[config.mk]
export PLATFORM = sky130hd
export DESIGN_NAME = arm_realigner
export DESIGN_NICKNAME = d
export VERILOG_FILES = /design/src/logic/frame_fmt_pkg.sv /design/src/logic/realign_ctl_pkg.sv /design/src/logic/arm_realigner.sv /design/src/logic/beat_decode.sv /design/src/logic/beat_result.sv /design/src/logic/realign_execute.sv
export SDC_FILE = /design/constraint.sdc
export NUM_CORES = 1
export LEC_CHECK = 0
export BUFFER_PORTS_ARGS = -buffer_cell sky130_fd_sc_hd__buf_2
export CELL_PAD_IN_SITES_DETAIL_PLACEMENT = 2
export CELL_PAD_IN_SITES_GLOBAL_PLACEMENT = 2
export CORE_ASPECT_RATIO = 0.6
export CORE_MARGIN = 3
export CORE_UTILIZATION = 37
export CTS_BUF_LIST = sky130_fd_sc_hd__clkbuf_16
export DETAILED_ROUTE_END_ITERATION = 7
export PLACE_DENSITY = 0.79
export SETUP_SLACK_MARGIN = 0.3
export SLEW_MARGIN = 20
export SYNTH_ARGS = -nofsm -noshare
export SYNTH_HDL_FRONTEND = slang
export SYNTH_HIERARCHICAL = 1
export SYNTH_SLANG_ARGS = --single-unit
[constraint.sdc]
create_clock -name clk -period 6.05 [get_ports clk]
set_input_delay 0.9075 -clock clk [delete_from_list [all_inputs] [get_ports clk]]
set_output_delay 0.9075 -clock clk [all_outputs]
set_load 0.05 [all_outputs]
[src/logic/frame_fmt_pkg.sv]
/* Beat format of the processor stream. Bytes are packed most significant first.
   A last-beat count of zero stands for a full beat of eight bytes. */
`default_nettype none

package frame_fmt_pkg;

  // ----------------------------------------
  // Widths
  // ----------------------------------------
  localparam int beat_width  = 64;
  localparam int user_width  = 4;
  localparam int count_width = 3;                  // Low user bits, the byte count.

  // Lane split of one beat.
  localparam int lead_width  = 16;                 // Bytes 0 and 1.
  localparam int tail_width  = beat_width - lead_width;

  // ----------------------------------------
  // Byte-count encoding
  // ----------------------------------------
  localparam logic [count_width-1:0] count_full = '0;

  // One beat, seen as a raw word or as its lead and tail lanes.
  typedef union packed {
    logic [beat_width-1:0] raw;
    struct packed {
      logic [lead_width-1:0] lead;                 // Goes out with the previous tail.
      logic [tail_width-1:0] tail;                 // Held for the next output beat.
    } lanes;
  } beat_word_u;

endpackage

`default_nettype wire

[src/logic/realign_ctl_pkg.sv]
/* Control definitions of the realigner. The header gap is fixed at six bytes,
   so the payload moves by one 16-bit lane. */
`default_nettype none

package realign_ctl_pkg;

  // Lane offset in bytes.
  localparam int lead_bytes = 2;                   // Taken from each new beat.
  localparam int tail_bytes = 6;                   // Held back, also the header gap.

  typedef enum logic [1:0] {
    idle       = 2'b00,                            // Waiting for a first beat.
    in_frame   = 2'b01,
    extra_beat = 2'b10                             // Closing beat with the shifted tail.
  } realign_state_e;

endpackage

`default_nettype wire

[src/logic/arm_realigner.sv]
/* Stream realigner that puts six zero bytes in front of each frame.
   Every frame needs at least two input beats. Frames are not checked for errors. */
`timescale 1ns/1ps
`default_nettype none

module arm_realigner
  import frame_fmt_pkg::*;
  import realign_ctl_pkg::*;
(
  input  logic                  clk,
  input  logic                  arst_n,
  input  logic                  clear,
  input  logic [beat_width-1:0] in_data,
  input  logic [user_width-1:0] in_user,
  input  logic                  in_last,
  input  logic                  in_valid,
  output logic                  in_ready,
  output logic [beat_width-1:0] out_data,
  output logic [user_width-1:0] out_user,
  output logic                  out_last,
  output logic                  out_valid,
  input  logic                  out_ready
);

  beat_word_u             reg_word;
  logic [count_width-1:0] reg_count;
  logic                   reg_last;
  logic                   reg_valid;
  logic                   spill;
  realign_state_e         state;
  logic [tail_width-1:0]  hold_tail;
  logic [count_width-1:0] hold_count;
  logic                   out_fire;
  logic                   accept;

  // ----------------------------------------
  // Stages
  // ----------------------------------------
  beat_decode decode0 (
    .clk, .arst_n, .clear,
    .in_data, .in_user, .in_last, .in_valid, .in_ready, .accept,
    .reg_word, .reg_count, .reg_last, .reg_valid, .spill
  );

  realign_execute execute0 (
    .clk, .arst_n, .clear,
    .reg_word, .reg_count, .reg_last, .reg_valid, .spill, .out_fire,
    .state, .hold_tail, .hold_count
  );

  beat_result result0 (
    .clk, .arst_n, .clear,
    .state, .reg_word, .reg_count, .reg_last, .reg_valid, .spill,
    .hold_tail, .hold_count, .in_valid, .out_ready,
    .out_data, .out_user, .out_last, .out_valid, .out_fire, .accept, .in_ready
  );

endmodule

`default_nettype wire

[src/logic/beat_decode.sv]
/* Input register of the realigner. The count comes from the low three user bits.
   Only the last beat of a frame may carry a nonzero count. */
`timescale 1ns/1ps
`default_nettype none

module beat_decode
  import frame_fmt_pkg::*;
  import realign_ctl_pkg::*;
(
  input  logic                   clk,
  input  logic                   arst_n,
  input  logic                   clear,
  input  logic [beat_width-1:0]  in_data,
  input  logic [user_width-1:0]  in_user,
  input  logic                   in_last,
  input  logic                   in_valid,
  input  logic                   in_ready,
  input  logic                   accept,
  output beat_word_u             reg_word,
  output logic [count_width-1:0] reg_count,
  output logic                   reg_last,
  output logic                   reg_valid,
  output logic                   spill
);

  // ----------------------------------------
  // Control register
  // ----------------------------------------
  always_ff @(posedge clk or negedge arst_n) begin
    if (!arst_n) begin
      reg_valid <= 1'b0;
      reg_last  <= 1'b0;
      reg_count <= count_full;
    end else if (clear) begin
      reg_valid <= 1'b0;
      reg_last  <= 1'b0;
      reg_count <= count_full;
    end else begin
      // While ready, the old beat leaves and the new one (if any) takes its place.
      if (in_ready) begin
        reg_valid <= in_valid;
      end
      if (accept) begin
        reg_last  <= in_last;
        reg_count <= in_user[count_width-1:0];
      end
    end
  end

  always_ff @(posedge clk) begin
    if (accept) begin
      reg_word.raw <= in_data;
    end
  end

  // Tail no longer fits next to the header gap.
  assign spill = (reg_count == count_full) ||
                 (reg_count > count_width'(lead_bytes));

  // Partial counts belong on the last beat only.
  a_count_on_last : assert property (@(posedge clk) disable iff (!arst_n)
    reg_valid && (reg_count != count_full) |-> reg_last);

endmodule

`default_nettype wire

[src/logic/beat_result.sv]
/* Output mux of the realigner. The output count is the input count plus six,
   modulo eight. The input is stalled while the closing beat goes out. */
`timescale 1ns/1ps
`default_nettype none

module beat_result
  import frame_fmt_pkg::*;
  import realign_ctl_pkg::*;
(
  input  logic                   clk,
  input  logic                   arst_n,
  input  logic                   clear,
  input  realign_state_e         state,
  input  beat_word_u             reg_word,
  input  logic [count_width-1:0] reg_count,
  input  logic                   reg_last,
  input  logic                   reg_valid,
  input  logic                   spill,
  input  logic [tail_width-1:0]  hold_tail,
  input  logic [count_width-1:0] hold_count,
  input  logic                   in_valid,
  input  logic                   out_ready,
  output logic [beat_width-1:0]  out_data,
  output logic [user_width-1:0]  out_user,
  output logic                   out_last,
  output logic                   out_valid,
  output logic                   out_fire,
  output logic                   accept,
  output logic                   in_ready
);

  logic [count_width-1:0] out_count;

  always_comb begin
    out_data  = '0;
    out_valid = 1'b0;
    out_last  = 1'b0;
    out_count = count_full;
    in_ready  = out_ready;
    case (state)
      idle: begin
        out_data  = {{tail_width{1'b0}}, reg_word.lanes.lead};   // Header gap first.
        out_valid = reg_valid;
      end
      in_frame: begin
        out_data  = {hold_tail, reg_word.lanes.lead};
        out_valid = reg_valid;
        out_last  = reg_valid && reg_last && !spill;
        if (out_last) begin
          out_count = reg_count + count_width'(tail_bytes);
        end
      end
      extra_beat: begin
        out_data  = {hold_tail, {lead_width{1'b0}}};
        out_valid = 1'b1;
        out_last  = 1'b1;
        out_count = hold_count + count_width'(tail_bytes);
        in_ready  = 1'b0;                                       // Stall input.
      end
      default: begin
        in_ready = 1'b0;
      end
    endcase
  end

  assign out_user = {{(user_width - count_width){1'b0}}, out_count};
  assign out_fire = out_valid && out_ready;
  assign accept   = in_valid && in_ready;

  // A stalled output beat holds until it is taken.
  a_out_stable : assert property (@(posedge clk) disable iff (!arst_n)
    out_valid && !out_ready && !clear |=> out_valid && $stable(out_data));

endmodule

`default_nettype wire

[src/logic/realign_execute.sv]
/* Frame state machine of the realigner. Frames must have at least two beats,
   since the first beat of a frame is never treated as the last. */
`timescale 1ns/1ps
`default_nettype none

module realign_execute
  import frame_fmt_pkg::*;
  import realign_ctl_pkg::*;
(
  input  logic                   clk,
  input  logic                   arst_n,
  input  logic                   clear,
  input  beat_word_u             reg_word,
  input  logic [count_width-1:0] reg_count,
  input  logic                   reg_last,
  input  logic                   reg_valid,
  input  logic                   spill,
  input  logic                   out_fire,
  output realign_state_e         state,
  output logic [tail_width-1:0]  hold_tail,
  output logic [count_width-1:0] hold_count
);

  realign_state_e state_next;
  logic           beat_taken;

  // The registered beat leaves on this edge. The extra beat comes from the hold register.
  assign beat_taken = out_fire && reg_valid && (state != extra_beat);

  // ----------------------------------------
  // Next state
  // ----------------------------------------
  always_comb begin
    state_next = state;
    case (state)
      idle: begin
        if (beat_taken) begin
          state_next = in_frame;
        end
      end
      in_frame: begin
        if (beat_taken && reg_last) begin
          state_next = spill ? extra_beat : idle;
        end
      end
      extra_beat: begin
        if (out_fire) begin
          state_next = idle;
        end
      end
      default: begin
        state_next = idle;
      end
    endcase
  end

  always_ff @(posedge clk or negedge arst_n) begin
    if (!arst_n) begin
      state <= idle;
    end else if (clear) begin
      state <= idle;
    end else begin
      state <= state_next;
    end
  end

  // ----------------------------------------
  // Hold register
  // ----------------------------------------
  // Tail lane of the last beat sent, and its count for the closing beat.
  always_ff @(posedge clk) begin
    if (beat_taken) begin
      hold_tail  <= reg_word.lanes.tail;
      hold_count <= reg_count;
    end
  end

  // The first beat taken in a frame is never its last.
  a_first_not_last : assert property (@(posedge clk) disable iff (!arst_n)
    (state == idle) && beat_taken |-> !reg_last);

endmodule

`default_nettype wire

==> results of run 1 <==
==> power by group <==
part	switching, uW	internal, uW
clock network	358	682
logic	62.5	29.7
registers	8.63	951
total	429	1660
==> cell families (layout without fill, tap and decap cells) <==
| group | Yosys count | in the layout | synth area share (%) |
|---|---|---|---|
| flip-flops | 122 | 122 | 81.9 |
| AO/OA/AOI/OAI | 7 | 7 | 1.30 |
| buffers and inverters | 11 | 178 | 1.64 |
| other | 1 | 1 | 0.0846 |
| adder cells (fa/ha/maj) | 4 | 4 | 1.13 |
| AND/OR/NAND/NOR | 86 | 86 | 12.0 |
| multiplexers | 6 | 6 | 1.38 |
| XOR/XNOR | 3 | 3 | 0.593 |
==> state kept, by name, summed over array words and instances, names as in the netlist <==
| signal | cells |
|---|---|
| decode0/reg_word | 64 |
| execute0/hold_tail | 48 |
| decode0/reg_count | 3 |
| execute0/hold_count | 3 |
| execute0/state | 2 |
| decode0/reg_last | 1 |
| decode0/reg_valid | 1 |
==> worst max-delay path: cells and delay by family, from the launching register on <==
kind,cells,cell delay (ps)
and+or+nand+nor,3,1080
DFF,1,490
buffers and inverters,2,430
adders and majority gates,1,220
==> per-stage QoR <==
step	hold slack [ps]	power (uW)
after floorplan	400	1030
after global placement	401	1060
after detailed placement	406	1070
after CTS	320	2120
after global routing	323	2160
final	334	2090
==> worst max path at each step <==
| stage | endpoint | startpoint | slack, ps | depth (start not counted) |
|---|---|---|---|---|
| floorplan | execute0/hold_count[0] | execute0/state[1] | 1870 | 5 |
| global placement | out_data[48] | execute0/state[1] | 3050 | 6 |
| detailed placement | out_data[10] | execute0/state[1] | 2950 | 6 |
| CTS | out_data[5] | execute0/state[1] | 2410 | 6 |
| global route | out_data[5] | execute0/state[1] | 2290 | 6 |
| finish | out_data[5] | execute0/state[1] | 2510 | 6 |
==> metal layers <==
layer | track usage (%) | vias to the layer above | wire length [um]
met4 | 6.05 | 4 | 142
met3 | 8.43 | 17 | 1050
met5 | 0 | - | 27
li1 | - | 1181 | -
met2 | 26.8 | 112 | 5080
met1 | 21.5 | 1270 | 4760
==> cell usage in the layout (no fill, tap or decap) <==
master / instances
xnor2_1: 2
and4_2: 1
clkbuf_16: 17
clkinv_4: 2
xor2_1: 1
a21boi_0: 1
nor2_4: 1
a21oi_4: 1
mux2_2: 1
clkinv_1: 1
edfxtp_1: 115
dfrtp_1: 7
and2_4: 1
buf_2: 142
buf_4: 1
bufinv_16: 4
a22oi_1: 2
or4b_1: 1
nor2_1: 8
inv_1: 6
and4b_1: 1
o31ai_1: 1
clkinv_2: 2
nand2b_1: 2
nor2b_1: 3
nand2_1: 1
and2_1: 65
o21a_1: 1
or2b_1: 1
ha_1: 4
a2111oi_2: 1
nand4b_1: 1
mux2i_1: 5
conb_1: 1
clkinvlp_4: 3
==> layout make-up <==
type,count,area (um^2)
Inverter,3,11.3
Timing Repair Buffer,143,718
Sequential cell,122,3630
Clock inverter,15,185
Tap cell,160,200
Fill cell,1100,5570
Clock buffer,17,425
Multi-Input combinational cell,107,748
==> flow_summary.yaml, run 1 <==
clocking:
  root_buffer: "clkbuf_16"
  post_cts_buffers: 0
  cts_hold_buf: 0
  cts_buffer_depth: 2
  clock-sinks: 122
  clk_pin_slew_worst_paths_ps: 50
  clkLatencyLatePin_ps: 400
  numCtsBuffers: 17
  cts_resized: 0
  htreeDepth: 4
  cts_tree: "done"
finish:
  finalCoreUtilization_pct: 51.5
  layoutNonFillerInstCount: 567
  design_area_um2: 5920
  n_antenna_cell: 0
  final_layout_size_suffix_gt1_share_pct: 43.5
  fin_nets: 472
  area_growth_pct: 33.5
floorplan:
  die_w_um: 147
  fp.coreArea_um2: 11500
  fp-row-count: 30
  io_pins: 145
  die_height_um: 90.8
  initial_core_util_pct: 38.6
  die-area_um2: 13400
logic_synthesis:
  synth_top_cell_area_share_pct: 77.9
  synthArstFlopShare_pct: 5.74
  syn-num-nets: 318
  yosysTopAreaCell: "edfxtp_1"
  yosysSeqAreaShare_pct: 81.9
  avgSynthCellArea_um2: 18.5
  yosys_warnings: 6
  synth_edf_count: 115
  synthesis.area_um2: 4430
  ys.flop_type: "edfxtp_1"
  ys_top_cells_by_area: "edfxtp_1 78%, and2_1 9.3%, dfrtp_1 4.0%"
  synth-seq-cells: 122
  ys_types: 29
  synth.top_cells.by_count: "115 x edfxtp_1, 66 x and2_1, 8 x nor2_1"
  syn_inst: 240
  yosysMostFrequentCell: "edfxtp_1"
global_routing:
  grt_max_degree: 69
  grt_pass1_vias: 2849
  grt_pass1_wl_mm: 17.2
  antenna_found_initial: 2
  grt_usage_pct: 17.4
  grt_overflow_total: 0
power:
  leakage_uw: 0.00242
  power_density_nw_per_um2: 354
  vdd_drop_max_v: 0.000250
timing:
  finalClockSkew_ps: 9.00
  setup_viol: 0
  maxSlewHeadroom_pct: 34.9
  post-route-period-util_pct: 58.5
  hold_viol_final: 0
  setup_ws_ps: 2510
  max_freq_mhz: 283
  fin_tns_setup_ps: 0
  tightest_slew_ps: 973
  maxSlewViolCount: 0
  rsz0062_at_grt: "no"
  period_needed_ps: 3540
worst_setup_path:
  r2r-end: "execute0/hold_tail[8]"
  cp_cell_sequence: "inv_1 -> ha_1 -> nor2_1 -> nor2_1 -> and2_1 -> buf_2"
  timing.rr.start: "execute0/state[1]"
  path_class: "reg -> out"
  r2r_setup_slack_ps: 3260
  max_stage_delay_ps: 730
  critPathRequiredTime_ps: 5140
  worstPathMaxFanout: 16
  crit_top_cell: "nor2_1"
  reg2reg_depth: 6
  endpoint_kind: "primary output"
  start_kind: "flop"
  cpMaxStageDelayCell: "nor2_1"
  worst-endpoint-arrival_ps: 2630
placement:
  place_inst: 535
  dp_hpwl_mm: 7.66
  dp_slack_ps: 2950
  dpl-instance-area_um2: 5310
  port_buffers: 142
  routabilityCongestion: 0.739
run_status:
  outcome: "completed"
detailed_routing:
  drt_wl_total_mm: 11.1
  drt_iter0_markers: 169
  vias: 2584
  drc: 0
  avgRoutedWirePerCell_um: 19.5
  ant_nets: 0
  firstDrtPassIters: 4
  viasPerCell: 4.56
hold_path:
  min_path_type: "in -> async"
flow_run:
  drv_cap: 0
(Power assumes the default switching activity.)
==> run 2: changes to the inputs <==
Settings changed: CORE_UTILIZATION 37 to 35, PLACE_DENSITY 0.79 to 0.75.
Clock period 6.05 ns to 3.34 ns, I/O delays scaled along.
==> run 2 against run 1 <==
Net effect:
- critical path depth rose by 2
- via count rose by 0.77%
- global-route usage fell by 1.1 points
- design area rose by 1.8%
- worst hold slack got worse by 66 ps
- sequential power rose by 81%
- sequential share of layout area fell by 1.1 points
- combinational power rose by 90%
- clock skew rose by 0.80 ps
- critical path type unchanged
- largest power group unchanged
==> flow_summary.yaml, run 2 (same netlist as run 1, synthesis figures left out) <==
run_status:
  outcome: "completed"
global_routing:
  grt_pass1_vias: 2883
  antenna_found_initial: 3
  grt_max_degree: 41
  grt_usage_pct: 16.3
  grt_pass1_wl_mm: 16.5
  grt_overflow_total: 0
timing:
  fin_tns_setup_ps: 0
  finalClockSkew_ps: 9.80
  post-route-period-util_pct: 85.4
  setup_viol: 0
  max_freq_mhz: 351
  tightest_slew_ps: 524
  hold_viol_final: 0
  rsz0062_at_grt: "no"
  period_needed_ps: 2850
  maxSlewHeadroom_pct: 65.0
  maxSlewViolCount: 0
finish:
  fin_nets: 480
  design_area_um2: 6030
  final_cell_mix: "142 x buf_2, 115 x edfxtp_1, 65 x and2_1"
  fillers: 1197
  final_layout_size_suffix_gt1_share_pct: 44.6
  largest_reg_flops: 64
  top_register: "decode0/reg_word"
  ff_latch_area_um2: 3630
  multi_input_area_um2: 759
  mostFrequentLayoutCell: "buf_2"
  area_growth_pct: 36.0
  largest_registers: "decode0/reg_word x64, execute0/hold_tail x48"
detailed_routing:
  drc: 0
  vias: 2604
  firstDrtPassIters: 4
  ant_nets: 0
  viasPerCell: 4.48
  drt_wl_total_mm: 11.3
  avgRoutedWirePerCell_um: 19.5
  drt_iter0_markers: 94
clocking:
  numCtsBuffers: 17
  cts_buffer_depth: 2
  cts_tree: "done"
  clock-sinks: 122
  root_buffer: "clkbuf_16"
  clk_pin_slew_worst_paths_ps: 60
  htreeDepth: 4
  clkLatencyLatePin_ps: 400
floorplan:
  die_w_um: 151
  fp-row-count: 31
  initial_core_util_pct: 36.3
  io_pins: 145
  die_height_um: 93.2
  die-area_um2: 14100
  fp.coreArea_um2: 12200
power:
  power_density_nw_per_um2: 630
  vdd_drop_max_v: 0.000382
  p_int_uw: 3020
  seqPwrFrac_pct: 45.8
  sw_frac_of_total_pct: 20.5
  leakage_uw: 0.00246
  combPwrFrac_pct: 4.6
  p_switching_uw: 778
  clockPowerShare_pct: 49.6
worst_setup_path:
  timing.rr.start: "execute0/state[1]"
  worst-endpoint-arrival_ps: 2350
  endpoint_kind: "primary output"
  critPathRequiredTime_ps: 2840
  crit_start: "execute0/state[1]"
  worstPathMaxFanout: 25
  r2r_setup_slack_ps: 1090
  reg2reg_depth: 6
  cp-endpoint: "out_data[36]"
  start_kind: "flop"
  path_class: "reg -> out"
  r2r-end: "decode0/reg_word[30]"
placement:
  dpl-instance-area_um2: 5360
  dp_hpwl_mm: 7.72
  routabilityCongestion: 0.730
  port_buffers: 142
hold_path:
  min_path_type: "in -> reg"
flow_run:
  drv_cap: 0
-- run 2: worst max-delay path, cell delays in order, from the launching register on --
cell and delay (ps):
dfrtp_1 520, inv_1 140, ha_1 240, nor2_2 290, nor2_4 80, buf_12 150, buf_12 150, and2_1 170
buf_2 210
-- run 2: power groups by stage --
stage	sequential [uW]	combinational, uW	clock, uW
floorplan	1760	95.5	0
global placement	1760	165	0
detailed placement	1770	173	0
CTS	1740	176	1930
global route	1740	189	2000
finish	1740	175	1880
-- run 2: how the worst min path moves through the flow --
stage	from	endpoint	slack, ps	cells past startpoint
floorplan	arst_n	decode0/reg_count[0]	210	0
global placement	arst_n	decode0/reg_valid	340	1
detailed placement	arst_n	execute0/state[0]	350	1
CTS	in_data[20]	decode0/reg_word[20]	250	1
global route	in_data[20]	decode0/reg_word[20]	240	1
finish	in_data[20]	decode0/reg_word[20]	270	1
-- run 2: repair_timing --
item / 4_1_cts / 5_1_grt
setup endpoints to repair: 0 / 41
hold buffers: 1 / 0
buffers inserted: 0 / 3
endpoints found under the hold margin: 7 / 0
gates resized for setup: 0 / 2
-- run 2: through the flow --
step                      hold WS [ps]  worst slack (ps)  std cells  power, uW  util (%)
after floorplan                    205               430        240       1860         -
after global placement             345               855        543       1930      43.9
after detailed placement           353               768        543       1940      43.9
after CTS                          250               312        576       3850      48.9
after global routing               242               346        580       3930      49.3
final                              268               488        581       3790      49.3
-- run 2: area by class of cell --
| type | instances | share of cell area (%) |
|---|---|---|
| tap | 165 | 3.43 |
| inverter | 3 | 0.187 |
| sequential | 122 | 60.2 |
| multi-input combinational | 108 | 12.6 |
| clock inverter | 15 | 3.01 |
| clock buffer | 17 | 7.06 |
| antenna | 1 | 0.0415 |
| timing repair buffer | 150 | 13.5 |
-- run 2: layer usage --
metal	track usage, %	routed length [um]
met5	0	28
met4	5.43	91
met3	9.73	1280
met2	26.6	5500
met1	17.7	4450
==> run 3: changes to the inputs <==
Clock period 3.34 ns to 2.63 ns, I/O delays scaled along.
==> run 3 against run 2 <==
Net effect:
- count of clock-buffer cells in the layout unchanged
- wire length is 29% higher
- clock power up 29%
- die area stayed put
- via count up 7.0%
- flip-flop and latch count did not move
- design area grew 20%
- first-iteration DRC count up 40%
- worst setup slack worse by 300 ps
- global-route usage up 2.4 points
- sequential share of layout area shrank 9.9 points
- highest routed layer unchanged
==> flow_summary.yaml, run 3 (same netlist as run 1, synthesis figures left out) <==
run_status:
  outcome: "completed"
global_routing:
  grt_pass1_wl_mm: 18.7
  grt_usage_pct: 18.7
  grt_pass1_vias: 3095
  grt_max_degree: 45
  grt_overflow_total: 0
  antenna_found_initial: 4
worst_setup_path:
  worst-endpoint-arrival_ps: 2040
  cpMaxStageDelayCell: "dfrtp_2"
  max_stage_delay_ps: 480
  cp_top_family: "buffers and inverters"
  worstPathMaxFanout: 6
  r2r_setup_slack_ps: 430
  critPathRequiredTime_ps: 2240
  path_class: "reg -> out"
  start_kind: "flop"
  critPathBufInv: 5
  endpoint_kind: "primary output"
  cp_cell_sequence: "inv_4 -> ha_4 -> nor2_4 -> nor2_4 -> buf_4 -> buf_12 -> buf_8 -> and2_4 -> buf_8"
finish:
  area_growth_pct: 63.1
  top_register: "decode0/reg_word"
  largest_registers: "decode0/reg_word x64, execute0/hold_tail x48"
  final_layout_size_suffix_gt1_share_pct: 66.9
  fillers: 1050
  largest_reg_flops: 64
  mostFrequentLayoutCell: "edfxtp_1"
  fin_nets: 504
  finalCoreUtilization_pct: 59.1
  layoutNonFillerInstCount: 604
  final_cell_mix: "115 x edfxtp_1, 76 x buf_2, 64 x and2_4"
clocking:
  root_buffer: "clkbuf_16"
  htreeDepth: 4
  cts_buffer_depth: 2
  clk_pin_slew_worst_paths_ps: 60
  clkLatencyLatePin_ps: 410
  numCtsBuffers: 17
  cts_tree: "done"
  clock-sinks: 122
detailed_routing:
  drt_wl_total_mm: 14.6
  firstDrtPassIters: 4
  viasPerCell: 4.61
  vias: 2786
  drc: 0
  avgRoutedWirePerCell_um: 24.3
  drt_iter0_markers: 132
  ant_nets: 0
timing:
  setup_viol: 0
  rsz0062_at_grt: "yes"
  period_needed_ps: 2440
  fin_tns_setup_ps: 0
  maxSlewViolCount: 0
  hold_viol_final: 0
  max_freq_mhz: 410
  post-route-period-util_pct: 92.7
  setup_ws_ps: 191
  finalClockSkew_ps: 11.1
placement:
  routabilityCongestion: 0.729
  place_inst: 544
  port_buffers: 142
  dp_hpwl_mm: 7.92
  dp_slack_ps: 168
power:
  power_density_nw_per_um2: 684
  total_power_uw: 4940
  vdd_drop_max_v: 0.000451
  leakage_uw: 0.00285
floorplan:
  die_w_um: 151
  initial_core_util_pct: 36.3
  fp-row-count: 31
  die_height_um: 93.2
  die-area_um2: 14100
  io_pins: 145
  fp.coreArea_um2: 12200
flow_run:
  drv_cap: 0
hold_path:
  min_path_type: "in -> reg"
-- run 3: changes by cell type in the layout (fill, tap and decap cells not counted), moves of 4 or more --
cell / change
buf_6: +19
and2_4: +63
buf_4: +14
buf_2: -66
ha_1: -4
and2_1: -63
clkbuf_16: +4
buf_12: +4
buf_8: +46
-- run 3: per-layer routing --
| metal | vias up | global-route usage, % | routed length (um) |
|---|---|---|---|
| met1 | 1397 | 22.2 | 5790 |
| li1 | 1240 | - | - |
| met2 | 120 | 30.0 | 7440 |
| met4 | 6 | 6.18 | 210 |
| met5 | - | 0 | 40 |
| met3 | 23 | 8.91 | 1170 |
-- run 3: area by class of cell --
cell class | instances | area, um^2 | area share [%]
well taps | 165 | 206 | 2.86
flip-flops and latches | 122 | 3630 | 50.3
repair buffers | 175 | 1760 | 24.4
multi-input cells | 107 | 1000 | 13.8
clock inverters | 14 | 181 | 2.51
clock buffers | 17 | 425 | 5.89
diodes | 1 | 2.50 | 0.0346
inverters | 3 | 16.3 | 0.225
-- run 3: worst reg2reg max path, delay by kind of cell, from the launching register on --
kind	cells	cell delay (ps)
AO/OA/AOI/OAI	1	140
multiplexers	1	140
flip-flops	1	470
buffers and inverters	5	830
AND/OR/NAND/NOR	2	250
-- run 3: metrics by stage --
step / hold WS (ps) / cell area, um^2
final: 156 / 7220
after global routing: 138 / 7220
after CTS: 143 / 6600
after detailed placement: 256 / 5390
after global placement: 240 / 5390
after floorplan: 98.9 / 4470
-- run 3: report_power, final --
part	switching (uW)	internal (uW)	leakage [uW]
combinational	171	133	0.00141
sequential	22.3	2190	0.00115
clock	860	1570	0.000289
-- run 3: worst paths after layout --
check                                      from                      to  cells after the start
setup reg to reg              execute0/state[0]  execute0/hold_tail[17]                      9
setup / recovery              execute0/state[1]            out_data[24]                      9
max in group asynchronous                arst_n       execute0/state[1]                      2
hold reg to reg            decode0/reg_word[25]  execute0/hold_tail[25]                      0
hold / removal                      in_data[20]    decode0/reg_word[20]                      1
min in group asynchronous                arst_n       decode0/reg_valid                      2
-- run 3: timing repair --
action | in CTS | in global routing
setup buffers | 14 | 6
resized for setup | 131 | 153
setup endpoints to repair | 68 | 66
endpoints found under the hold margin | 7 | 0
gates cloned | 2 | 5
hold buffers | 1 | 0
pin swaps | 9 | 39
